**config.mk**
```make
export PLATFORM = sky130hd
export DESIGN_NAME = imgConvTop
export DESIGN_NICKNAME = d
export VERILOG_FILES = /design/src/verilog/convPkg.sv /design/src/verilog/ctrlPkg.sv /design/src/verilog/convBus.sv /design/src/verilog/controlBlock.sv /design/src/verilog/convEngine.sv /design/src/verilog/convSequencer.sv /design/src/verilog/imageStore.sv /design/src/verilog/imgConvTop.sv
export SDC_FILE = /design/constraint.sdc
export NUM_CORES = 2
export LEC_CHECK = 0
export ABC_CLOCK_PERIOD_IN_PS = 7900
export BUFFER_PORTS_ARGS = -buffer_cell sky130_fd_sc_hd__clkbuf_2
export CORE_MARGIN = 2
export CORE_UTILIZATION = 35
export DETAILED_ROUTE_END_ITERATION = 7
export MAX_ROUTING_LAYER = met4
export PLACE_DENSITY = 0.52
export RECOVER_POWER = 50
export SYNTH_ARGS = -nofsm -noshare
export SYNTH_HDL_FRONTEND = slang
export SYNTH_SLANG_ARGS = --single-unit
```
**constraint.sdc**
```tcl
create_clock -name i_CLK -period 7.9 [get_ports i_CLK]
set_clock_uncertainty 0.2 [all_clocks]
set_input_delay 0.395 -clock i_CLK [delete_from_list [all_inputs] [get_ports i_CLK]]
set_output_delay 0.395 -clock i_CLK [all_outputs]
set_load 0.005 [all_outputs]
```
**src/verilog/convPkg.sv**
```systemverilog
`default_nettype none

// Data types shared by the datapath blocks
package convPkg;

  ////////////////////////////////////////////////////////////////////
  // Pixel and column types
  ////////////////////////////////////////////////////////////////////

  // Unsigned image pixel
  typedef logic [7:0] pixelT;

  // Three pixels of one column, top row in the high byte
  typedef logic [23:0] columnT;

  ////////////////////////////////////////////////////////////////////
  // Kernel and arithmetic types
  ////////////////////////////////////////////////////////////////////

  // Signed kernel tap
  typedef logic signed [7:0] coefT;

  // One kernel row, leftmost tap in the high byte
  typedef logic [23:0] kernelRowT;

  // Image length in columns
  typedef logic [9:0] lenT;

  // Nine products of 17 bits fit with room to spare
  typedef logic signed [20:0] accT;

  // Output pixel after clamping
  typedef logic [7:0] resultT;

endpackage

`default_nettype wire

```
**src/verilog/ctrlPkg.sv**
```systemverilog
`default_nettype none

// Control encodings for the command decoder and sequencer
package ctrlPkg;

  ////////////////////////////////////////////////////////////////////
  // GPIO command opcodes
  ////////////////////////////////////////////////////////////////////

  // Codes 5 to 7 are not decoded
  typedef enum logic [2:0] {
    OP_KERNEL  = 3'd0,
    OP_SIZE    = 3'd1,
    OP_IMAGE   = 3'd2,
    OP_REQUEST = 3'd3,
    OP_RUN     = 3'd4
  } gpioOpT;

  ////////////////////////////////////////////////////////////////////
  // Sequencer FSM
  ////////////////////////////////////////////////////////////////////

  typedef enum logic [1:0] {
    SEQ_IDLE,
    SEQ_STREAM,
    SEQ_DRAIN,
    SEQ_DONE
  } seqStateT;

endpackage

`default_nettype wire

```
**src/verilog/convBus.sv**
```systemverilog
`timescale 1ns/1ns
`default_nettype none

// Load and readback path, control block to store
interface loadIf
  import convPkg::*;
#(
  parameter int ADDR_W = 6
) ();
  logic              colWrEn;
  logic [ADDR_W-1:0] colWrAddr;
  columnT            colWrData;
  logic              resRdEn;
  logic [ADDR_W-1:0] resRdAddr;
  // Valid one cycle after resRdEn
  resultT            resRdData;

  modport ctrl  (output colWrEn, colWrAddr, colWrData, resRdEn, resRdAddr,
                 input resRdData);
  modport store (input colWrEn, colWrAddr, colWrData, resRdEn, resRdAddr,
                 output resRdData);
endinterface

// Run path, sequencer to store
interface runIf
  import convPkg::*;
#(
  parameter int ADDR_W = 6
) ();
  logic [ADDR_W-1:0] colRdAddr;
  // Column one cycle after its address
  columnT            colRdData;
  logic              resWrEn;
  logic [ADDR_W-1:0] resWrAddr;
  resultT            resWrData;

  modport seq   (output colRdAddr, resWrEn, resWrAddr, resWrData, input colRdData);
  modport store (input colRdAddr, resWrEn, resWrAddr, resWrData, output colRdData);
endinterface

// Column stream into the engine and results back
interface engineIf
  import convPkg::*;
();
  logic   colValid;
  // Marks first column of a run
  logic   colFirst;
  columnT col;
  logic   resValid;
  resultT res;

  modport src (output colValid, colFirst, col, input resValid, res);
  modport eng (input colValid, colFirst, col, output resValid, res);
endinterface

`default_nettype wire

```
**src/verilog/controlBlock.sv**
```systemverilog
`timescale 1ns/1ns
`default_nettype none

module controlBlock
  import convPkg::*, ctrlPkg::*;
#(
  parameter int IMG_DEPTH = 64
) (
  input  logic      i_CLK,
  input  logic      i_rst,
  input  columnT    i_gpioData,
  input  gpioOpT    i_gpioCtrl,
  input  logic      i_gpioValid,
  input  logic      i_done,
  output logic      o_kerWrEn,
  output kernelRowT o_kerRow,
  output logic      o_start,
  output lenT       o_imgLength,
  output resultT    o_mcuData,
  output logic      o_mcuValid,
  output logic      o_run,
  output logic      o_eop,
  loadIf.ctrl       load
);

  localparam int ADDR_W = $clog2(IMG_DEPTH);
  // Largest length the store and lenT both hold
  localparam lenT LEN_MAX = (IMG_DEPTH > 1023) ? lenT'(1023) : lenT'(IMG_DEPTH);
  localparam logic [ADDR_W-1:0] LAST_ADDR = ADDR_W'(IMG_DEPTH - 1);

  logic              validPrev;
  logic              cmdStrobe;
  logic              cmdValid;
  gpioOpT            cmdOp;
  columnT            cmdData;
  logic [ADDR_W-1:0] colWrPtr;
  logic [ADDR_W-1:0] resRdPtr;
  lenT               imgLength;
  logic              runR;
  logic              eopR;
  logic              rdPending;

  ////////////////////////////////////////////////////////////////////
  // Command capture
  ////////////////////////////////////////////////////////////////////

  // Rising edge of the valid line
  assign cmdStrobe = i_gpioValid && !validPrev;

  // Opcode and data held for the decode cycle
  always_ff @(posedge i_CLK) begin
    if (cmdStrobe) begin
      cmdOp   <= i_gpioCtrl;
      cmdData <= i_gpioData;
    end
  end

  ////////////////////////////////////////////////////////////////////
  // Decoded strobes
  ////////////////////////////////////////////////////////////////////

  assign o_kerWrEn = cmdValid && (cmdOp == OP_KERNEL);
  assign o_kerRow  = cmdData;
  assign o_start   = cmdValid && (cmdOp == OP_RUN);

  // Column write at the write pointer
  assign load.colWrEn   = cmdValid && (cmdOp == OP_IMAGE);
  assign load.colWrAddr = colWrPtr;
  assign load.colWrData = cmdData;

  // Result read at the read pointer
  assign load.resRdEn   = cmdValid && (cmdOp == OP_REQUEST);
  assign load.resRdAddr = resRdPtr;

  always_ff @(posedge i_CLK) begin
    if (i_rst) begin
      validPrev <= 1'b0;
      cmdValid  <= 1'b0;
      colWrPtr  <= '0;
      resRdPtr  <= '0;
      imgLength <= '0;
      runR      <= 1'b0;
      eopR      <= 1'b0;
      rdPending <= 1'b0;
    end else begin
      validPrev <= i_gpioValid;
      // Commands dropped while the run owns the store
      cmdValid  <= cmdStrobe && !runR;
      rdPending <= load.resRdEn;

      if (cmdValid) begin
        case (cmdOp)
          OP_SIZE: begin
            imgLength <= (cmdData[9:0] > LEN_MAX) ? LEN_MAX : cmdData[9:0];
            colWrPtr  <= '0;
            resRdPtr  <= '0;
          end
          OP_IMAGE: begin
            if (colWrPtr != LAST_ADDR) begin
              colWrPtr <= colWrPtr + 1'b1;
            end
          end
          OP_REQUEST: begin
            if (resRdPtr != LAST_ADDR) begin
              resRdPtr <= resRdPtr + 1'b1;
            end
          end
          default: ;
        endcase
      end

      // Run flag hands the store to the sequencer and back
      if (runR) begin
        if (i_done) begin
          runR <= 1'b0;
          eopR <= 1'b1;
        end
      end else if (cmdStrobe && (i_gpioCtrl == OP_RUN)) begin
        runR <= 1'b1;
        eopR <= 1'b0;
      end else if (load.colWrEn) begin
        // New image data, old results stale
        eopR <= 1'b0;
      end
    end
  end

  assign o_imgLength = imgLength;
  assign o_run       = runR;
  assign o_eop       = eopR;

  // Store data lands one cycle after the read pulse
  assign o_mcuData  = load.resRdData;
  assign o_mcuValid = rdPending;

endmodule

`default_nettype wire

```
**src/verilog/convEngine.sv**
```systemverilog
`timescale 1ns/1ns
`default_nettype none

module convEngine
  import convPkg::*;
(
  input  logic      i_CLK,
  input  logic      i_rst,
  input  logic      i_kerWrEn,
  input  kernelRowT i_kerRow,
  engineIf.eng      eng
);

  kernelRowT          kerRows [3];
  columnT             winPrev [2];
  columnT             winCols [3];
  logic [1:0]         fillCnt;
  logic               winFull;
  logic signed [16:0] prod [3][3];
  logic               prodValid;
  accT                accSum;
  resultT             resR;
  logic               resValidR;

  // Pixel of image row r, top row in the high byte
  function automatic pixelT pixelAt(columnT c, int r);
    return c[23 - 8*r -: 8];
  endfunction

  // Tap t of a kernel row, leftmost in the high byte
  function automatic coefT coefAt(kernelRowT k, int t);
    return coefT'(k[23 - 8*t -: 8]);
  endfunction

  // Kernel shift register, oldest row on top
  always_ff @(posedge i_CLK) begin
    if (i_kerWrEn) begin
      kerRows[0] <= kerRows[1];
      kerRows[1] <= kerRows[2];
      kerRows[2] <= i_kerRow;
    end
  end

  ////////////////////////////////////////////////////////////////////
  // Column window
  ////////////////////////////////////////////////////////////////////

  // Two stored columns plus the incoming one
  assign winCols[0] = winPrev[0];
  assign winCols[1] = winPrev[1];
  assign winCols[2] = eng.col;
  assign winFull    = eng.colValid && !eng.colFirst && (fillCnt == 2'd2);

  always_ff @(posedge i_CLK) begin
    if (eng.colValid) begin
      winPrev[0] <= winPrev[1];
      winPrev[1] <= eng.col;
    end
  end

  always_ff @(posedge i_CLK) begin
    if (i_rst) begin
      fillCnt <= '0;
    end else if (eng.colValid) begin
      if (eng.colFirst) begin
        fillCnt <= 2'd1;
      end else if (fillCnt != 2'd2) begin
        fillCnt <= fillCnt + 1'b1;
      end
    end
  end

  ////////////////////////////////////////////////////////////////////
  // Multiply and accumulate pipeline
  ////////////////////////////////////////////////////////////////////

  // Stage one, nine signed products
  always_ff @(posedge i_CLK) begin
    for (int r = 0; r < 3; r++) begin
      for (int t = 0; t < 3; t++) begin
        prod[r][t] <= $signed({1'b0, pixelAt(winCols[t], r)}) * coefAt(kerRows[r], t);
      end
    end
  end

  // Adder tree feeding stage two
  always_comb begin
    accSum = '0;
    for (int r = 0; r < 3; r++) begin
      for (int t = 0; t < 3; t++) begin
        accSum = accSum + prod[r][t];
      end
    end
  end

  // Stage two, clamp to 0..255
  always_ff @(posedge i_CLK) begin
    if (accSum < 0) begin
      resR <= '0;
    end else if (accSum > 255) begin
      resR <= 8'hFF;
    end else begin
      resR <= accSum[7:0];
    end
  end

  always_ff @(posedge i_CLK) begin
    if (i_rst) begin
      prodValid <= 1'b0;
      resValidR <= 1'b0;
    end else begin
      prodValid <= winFull;
      resValidR <= prodValid;
    end
  end

  assign eng.res      = resR;
  assign eng.resValid = resValidR;

endmodule

`default_nettype wire

```
**src/verilog/convSequencer.sv**
```systemverilog
`timescale 1ns/1ns
`default_nettype none

module convSequencer
  import convPkg::*, ctrlPkg::*;
#(
  parameter int IMG_DEPTH = 64
) (
  input  logic  i_CLK,
  input  logic  i_rst,
  input  logic  i_start,
  input  lenT   i_imgLength,
  output logic  o_done,
  runIf.seq     run,
  engineIf.src  eng
);

  localparam int ADDR_W = $clog2(IMG_DEPTH);

  seqStateT          state;
  logic [ADDR_W-1:0] rdAddr;
  logic              colValidR;
  logic              colFirstR;
  lenT               resCnt;
  logic              lastAddr;
  logic              lastRes;
  logic              running;

  // Final column address of the image
  assign lastAddr = (lenT'(rdAddr) == i_imgLength - lenT'(1));
  // Length minus two results per run
  assign lastRes  = eng.resValid && (resCnt == i_imgLength - lenT'(3));
  assign running  = (state == SEQ_STREAM) || (state == SEQ_DRAIN);

  ////////////////////////////////////////////////////////////////////
  // Run FSM
  ////////////////////////////////////////////////////////////////////

  always_ff @(posedge i_CLK) begin
    if (i_rst) begin
      state     <= SEQ_IDLE;
      rdAddr    <= '0;
      colValidR <= 1'b0;
      colFirstR <= 1'b0;
      resCnt    <= '0;
    end else begin
      // Column data follows its address by one cycle
      colValidR <= (state == SEQ_STREAM);
      colFirstR <= (state == SEQ_STREAM) && (rdAddr == '0);

      case (state)
        SEQ_IDLE: begin
          rdAddr <= '0;
          resCnt <= '0;
          if (i_start) begin
            // Too short for a single 3-wide window
            state <= (i_imgLength < lenT'(3)) ? SEQ_DONE : SEQ_STREAM;
          end
        end
        SEQ_STREAM: begin
          if (lastAddr) begin
            state <= SEQ_DRAIN;
          end else begin
            rdAddr <= rdAddr + 1'b1;
          end
        end
        SEQ_DRAIN: begin
          // Pipeline still has columns in flight
          if (lastRes) begin
            state <= SEQ_DONE;
          end
        end
        default: begin
          state <= SEQ_IDLE;
        end
      endcase

      // One write slot per engine result
      if (running && eng.resValid) begin
        resCnt <= resCnt + 1'b1;
      end
    end
  end

  // Column stream
  assign run.colRdAddr = rdAddr;
  assign eng.colValid  = colValidR;
  assign eng.colFirst  = colFirstR;
  assign eng.col       = run.colRdData;

  // Result writeback
  assign run.resWrEn   = running && eng.resValid;
  assign run.resWrAddr = resCnt[ADDR_W-1:0];
  assign run.resWrData = eng.res;

  assign o_done = (state == SEQ_DONE);

endmodule

`default_nettype wire

```
**src/verilog/imageStore.sv**
```systemverilog
`timescale 1ns/1ns
`default_nettype none

module imageStore
  import convPkg::*;
#(
  parameter int IMG_DEPTH = 64
) (
  input  logic i_CLK,
  loadIf.store load,
  runIf.store  run
);

  columnT colMem [IMG_DEPTH];
  resultT resMem [IMG_DEPTH];

  ////////////////////////////////////////////////////////////////////
  // Column memory
  ////////////////////////////////////////////////////////////////////

  // Written by the MCU load path
  always_ff @(posedge i_CLK) begin
    if (load.colWrEn) begin
      colMem[load.colWrAddr] <= load.colWrData;
    end
  end

  // Sequencer read, free running
  always_ff @(posedge i_CLK) begin
    run.colRdData <= colMem[run.colRdAddr];
  end

  ////////////////////////////////////////////////////////////////////
  // Result memory
  ////////////////////////////////////////////////////////////////////

  // Filled by the sequencer during a run
  always_ff @(posedge i_CLK) begin
    if (run.resWrEn) begin
      resMem[run.resWrAddr] <= run.resWrData;
    end
  end

  // MCU readback, holds between requests
  always_ff @(posedge i_CLK) begin
    if (load.resRdEn) begin
      load.resRdData <= resMem[load.resRdAddr];
    end
  end

endmodule

`default_nettype wire

```
**src/verilog/imgConvTop.sv**
```systemverilog
`timescale 1ns/1ns
`default_nettype none

module imgConvTop
  import convPkg::*, ctrlPkg::*;
#(
  parameter int IMG_DEPTH = 64
) (
  input  logic        i_CLK,
  input  logic        i_rst,
  input  logic [23:0] i_gpioData,
  input  logic [2:0]  i_gpioCtrl,
  input  logic        i_gpioValid,
  output logic [7:0]  o_mcuData,
  output logic        o_mcuValid,
  output logic        o_run,
  output logic        o_eop
);

  localparam int ADDR_W = $clog2(IMG_DEPTH);

  logic      kerWrEn;
  kernelRowT kerRow;
  logic      start;
  lenT       imgLength;
  logic      done;

  // Internal buses
  loadIf #(.ADDR_W(ADDR_W)) loadBus ();
  runIf  #(.ADDR_W(ADDR_W)) runBus ();
  engineIf                  engBus ();

  // MCU command decoder
  controlBlock #(.IMG_DEPTH(IMG_DEPTH)) ctrl0 (
    .i_CLK       (i_CLK),
    .i_rst       (i_rst),
    .i_gpioData  (i_gpioData),
    .i_gpioCtrl  (gpioOpT'(i_gpioCtrl)),
    .i_gpioValid (i_gpioValid),
    .i_done      (done),
    .o_kerWrEn   (kerWrEn),
    .o_kerRow    (kerRow),
    .o_start     (start),
    .o_imgLength (imgLength),
    .o_mcuData   (o_mcuData),
    .o_mcuValid  (o_mcuValid),
    .o_run       (o_run),
    .o_eop       (o_eop),
    .load        (loadBus.ctrl)
  );

  imageStore #(.IMG_DEPTH(IMG_DEPTH)) store0 (
    .i_CLK (i_CLK),
    .load  (loadBus.store),
    .run   (runBus.store)
  );

  convSequencer #(.IMG_DEPTH(IMG_DEPTH)) seq0 (
    .i_CLK       (i_CLK),
    .i_rst       (i_rst),
    .i_start     (start),
    .i_imgLength (imgLength),
    .o_done      (done),
    .run         (runBus.seq),
    .eng         (engBus.src)
  );

  convEngine engine0 (
    .i_CLK     (i_CLK),
    .i_rst     (i_rst),
    .i_kerWrEn (kerWrEn),
    .i_kerRow  (kerRow),
    .eng       (engBus.eng)
  );

endmodule

`default_nettype wire
```
==> impl_metrics.env <==
export IMPL_ys_seq_area_frac=0.625
export IMPL_nets=7821
export IMPL_synth_cell_area_um2=113000
export IMPL_yosysWarnings=0
export IMPL_fin_crit_sh=0.817
export IMPL_ir_worst_vdd_uv=2090
export IMPL_crit_type="flop to flop"
export IMPL_grt_max_degree=108
export IMPL_fin_crit_ns=6.45
export IMPL_critPathCaptureType="flop"
export IMPL_layout_commonest_cell="edfxtp_1"
export IMPL_finalMaxSlewViolations=2271
export IMPL_pin_count=41
export IMPL_first_global_vias=61000
export IMPL_use_met2=0.297
export IMPL_cts_inserted_buffers=273
export IMPL_synth_seq_cells=2439
export IMPL_fin_util=0.398
export IMPL_worst_hold_path_type="primary input to flop"
export IMPL_dp_hpwl_um=182000
export IMPL_synth_nets=7564
export IMPL_syn_area_per_cell_um2=17.0
export IMPL_arrival_ns=6.86
export IMPL_routedWlPerCell_um=25.3
export IMPL_drtPass1Iterations=5
export IMPL_violations="capacitance limit, slew limit"
export IMPL_netlist_instances=6657
export IMPL_r2r_cells=19
export IMPL_clock_fmax_mhz=155
export IMPL_rsz0062_at_grt="no"
export IMPL_worst_pin_slew_ns=3.83
export IMPL_crit_fanout=8
export IMPL_gp_congestion=0.830
export IMPL_cp_endpoint="engine0.eng.res[1]$_SDFF_PN0_"
export IMPL_synth_distinct_cells=79
export IMPL_critical_path_startpoint="engine0.prod[0][1]$_DFF_P_"
export IMPL_synth_edf_count=2203
export IMPL_drt_wl_total_um=289000
export IMPL_fp_dieArea_um2=329000
export IMPL_synthFlopType="edfxtp_1"
export IMPL_hold_viol=0
export IMPL_postRouteAntennaNets=0
export IMPL_p_per_area_nw_per_um2=434
export IMPL_cts_sinks=2439
export IMPL_cp_required_ns=8.31
export IMPL_dp_cells=10900
export IMPL_htree_num_levels=5
export IMPL_worstReg2RegStart="engine0.prod[0][1]$_DFF_P_"
export IMPL_cts_setup_buffers=0
export IMPL_die_y_um=573
export IMPL_async_flop_share=0
export IMPL_cp_start_kind="flop"
export IMPL_layout_common_cells="2203 x edfxtp_1, 666 x inv_1, 614 x mux4_2, 439 x fa_1, 438 x ha_1"
export IMPL_worst_r2r_setup_slack_ns=1.45
export IMPL_clock_tree_root_cell="clkbuf_16"
export IMPL_tns_ns=0
export IMPL_routed_via_density=5.12
export IMPL_antenna_found_initial=18
export IMPL_grt_busiest_layer="met2"
export IMPL_layout_drive_gt1_share=0.171
export IMPL_r2r_end="engine0.eng.res[1]$_SDFF_PN0_"
export IMPL_drtIter0Drc=4938
export IMPL_outcome="finished, violations left"
export IMPL_gr_usage_met1=0.237
export IMPL_path_clk_slew_ns=0.06
export IMPL_track_usage=0.179
export IMPL_chipWidth_um=573
export IMPL_clk_path_buf_depth=4
export IMPL_p_leak_nw=43.8
export IMPL_setup_viol=0
export IMPL_std_cell_rows=208
export IMPL_clock_latency_ns=0.85
export IMPL_fillers=29400
export IMPL_gr_total_overflow=0
export IMPL_syn2layout_area_growth_pct=13.1
export IMPL_coreArea_um2=322000
export IMPL_vias=58500
export IMPL_cts_tree="yes"
export IMPL_start_util=0.352
export IMPL_drc=0
export IMPL_fin_cells=11400
export IMPL_maxCapViolCount=39
export IMPL_slew_limit_headroom=-1.55
export IMPL_portBuffers=40
export IMPL_grt_pass1_wl_um=424000
export IMPL_use_met3=0.0197
[worst min-delay path by stage]
stage                                       startpoint                            endpoint  cells after the start
after floorplan           seq0.eng.colFirst$_SDFF_PP0_        engine0.prodValid$_SDFF_PP0_                      1
after global placement    seq0.eng.colFirst$_SDFF_PP0_        engine0.prodValid$_SDFF_PP0_                      1
after detailed placement  seq0.eng.colFirst$_SDFF_PP0_        engine0.prodValid$_SDFF_PP0_                      1
after CTS                               i_gpioData[22]  ctrl0.load.colWrData[22]$_DFFE_PP_                      2
after global routing                     i_gpioData[6]   ctrl0.load.colWrData[6]$_DFFE_PP_                      2
final                                   i_gpioData[22]  ctrl0.load.colWrData[22]$_DFFE_PP_                      2
[final cells by class]
cell class	instances	area (um^2)	share of cell area
sequential	2439	70900	0.553
antenna	5	12.5	0.0000976
inverter	666	2500	0.0195
tap	4305	5390	0.0420
clock inverter	146	1350	0.0105
clock buffer	338	7240	0.0565
timing repair buffer	178	1260	0.00981
multi-input combinational	3356	39500	0.308
[through the flow]
step	hold WS, ns	worst slack (ns)	power, W	area (um^2)
6_report	0.0656	1.45	0.0556	128000
4_1_cts	0.0192	1.44	0.0560	128000
3_5_place_dp	0.235	1.48	0.0434	119000
3_3_place_gp	0.233	1.47	0.0432	119000
2_1_floorplan	0.212	1.47	0.0371	113000
5_1_grt	0.0364	0.953	0.0595	128000
[critical path, cell delays in order (launching register included)]
cell	delay, ns
dfxtp_1	0.32
fa_1	0.48
ha_1	0.23
fa_1	0.47
a21oi_1	0.28
o211ai_1	0.20
a31oi_1	0.32
a211oi_1	0.18
a21o_1	0.21
a21oi_1	0.18
xnor2_1	0.18
fa_1	0.43
ha_1	0.37
a21o_1	0.19
a211oi_1	0.22
o221ai_1	0.23
nor4_1	0.32
o22ai_1	0.14
nor4_1	0.93
a21oi_1	0.18
[power by group]
group | total (W) | internal [W] | leakage (nW) | switching [W]
Sequential | 0.0155 | 0.0151 | 21.8 | 0.000408
Combinational | 0.0277 | 0.0117 | 17.8 | 0.0160
Clock | 0.0124 | 0.00722 | 4.22 | 0.00517
Total | 0.0556 | 0.0340 | 43.8 | 0.0216
[routing by layer]
metal / up-vias / routed length [um]
met5: - / 0
met1: 31300 / 125000
met4: 0 / 7640
li1: 25500 / -
met2: 1422 / 143000
met3: 390 / 13000
[registers in the layout (all words and copies together) (netlist names), 2 cells and up]
register,flops
store0.colMem,1536
store0.resMem,512
engine0.prod,153
engine0.kerRows,72
engine0.winPrev,48
ctrl0.load.colWrData,24
store0.run.colRdData,24
ctrl0.o_imgLength,10
seq0.resCnt,10
engine0.eng.res,8
store0.load.resRdData,8
ctrl0.load.colWrAddr,6
ctrl0.load.resRdAddr,6
seq0.run.colRdAddr,6
ctrl0.cmdOp,3
engine0.fillCnt,2
seq0.state,2
[cells by family (layout without fill, tap and decap cells)]
kind of cell | after synthesis | after routing | share of synthesized area
mux | 704 | 704 | 0.130
simple gates | 1218 | 1218 | 0.0539
flops | 2439 | 2439 | 0.625
buf+inv | 862 | 1328 | 0.0296
compound gates | 405 | 405 | 0.0236
other cells | 0 | 5 | 0
fa+ha+maj | 877 | 877 | 0.126
xor+xnor | 152 | 152 | 0.0118
[synthesized netlist by cell type (8+ instances only)]
| cell | n | area share |
|---|---|---|
| edfxtp_1 | 2203 | 0.58 |
| inv_1 | 666 | 0.022 |
| mux4_2 | 614 | 0.12 |
| fa_1 | 439 | 0.078 |
| ha_1 | 438 | 0.048 |
| and2_1 | 313 | 0.017 |
| nor2_1 | 311 | 0.010 |
| nand2_1 | 272 | 0.0090 |
| dfxtp_1 | 236 | 0.042 |
| xnor2_1 | 117 | 0.0090 |
| a21oi_1 | 109 | 0.0048 |
| clkbuf_1 | 105 | 0.0035 |
| o21ai_0 | 91 | 0.0040 |
| nor3_1 | 73 | 0.0032 |
| nand2b_1 | 67 | 0.0037 |
| mux2i_1 | 63 | 0.0056 |
| nand3_1 | 46 | 0.0020 |
| buf_2 | 45 | 0.0020 |
| buf_1 | 39 | 0.0013 |
| nor2b_1 | 38 | 0.0021 |
| xor2_1 | 34 | 0.0026 |
| o21a_1 | 32 | 0.0021 |
| mux2_2 | 27 | 0.0027 |
| a21o_1 | 19 | 0.0013 |
| and3_1 | 17 | 0.00094 |
| or3_1 | 17 | 0.00094 |
| a22oi_1 | 16 | 0.0011 |
| a221oi_1 | 15 | 0.0012 |
| o41ai_1 | 14 | 0.0011 |
| nand3b_1 | 12 | 0.00079 |
| a211oi_1 | 11 | 0.00073 |
| nor4_1 | 11 | 0.00061 |
| o41a_1 | 10 | 0.00099 |
| nand4_1 | 9 | 0.00050 |
| o211ai_1 | 9 | 0.00060 |
| o21bai_1 | 9 | 0.00060 |
| a21boi_0 | 8 | 0.00053 |
| a31oi_1 | 8 | 0.00044 |
| nor3b_1 | 8 | 0.00053 |
[timing repair]
| item | in CTS | in global routing |
|---|---|---|
| hold buffers | 30 | 0 |
| gates resized for setup | 0 | 0 |
| hold endpoints to repair | 51 | 0 |
Note: power is estimated with default switching activity, not from simulation.
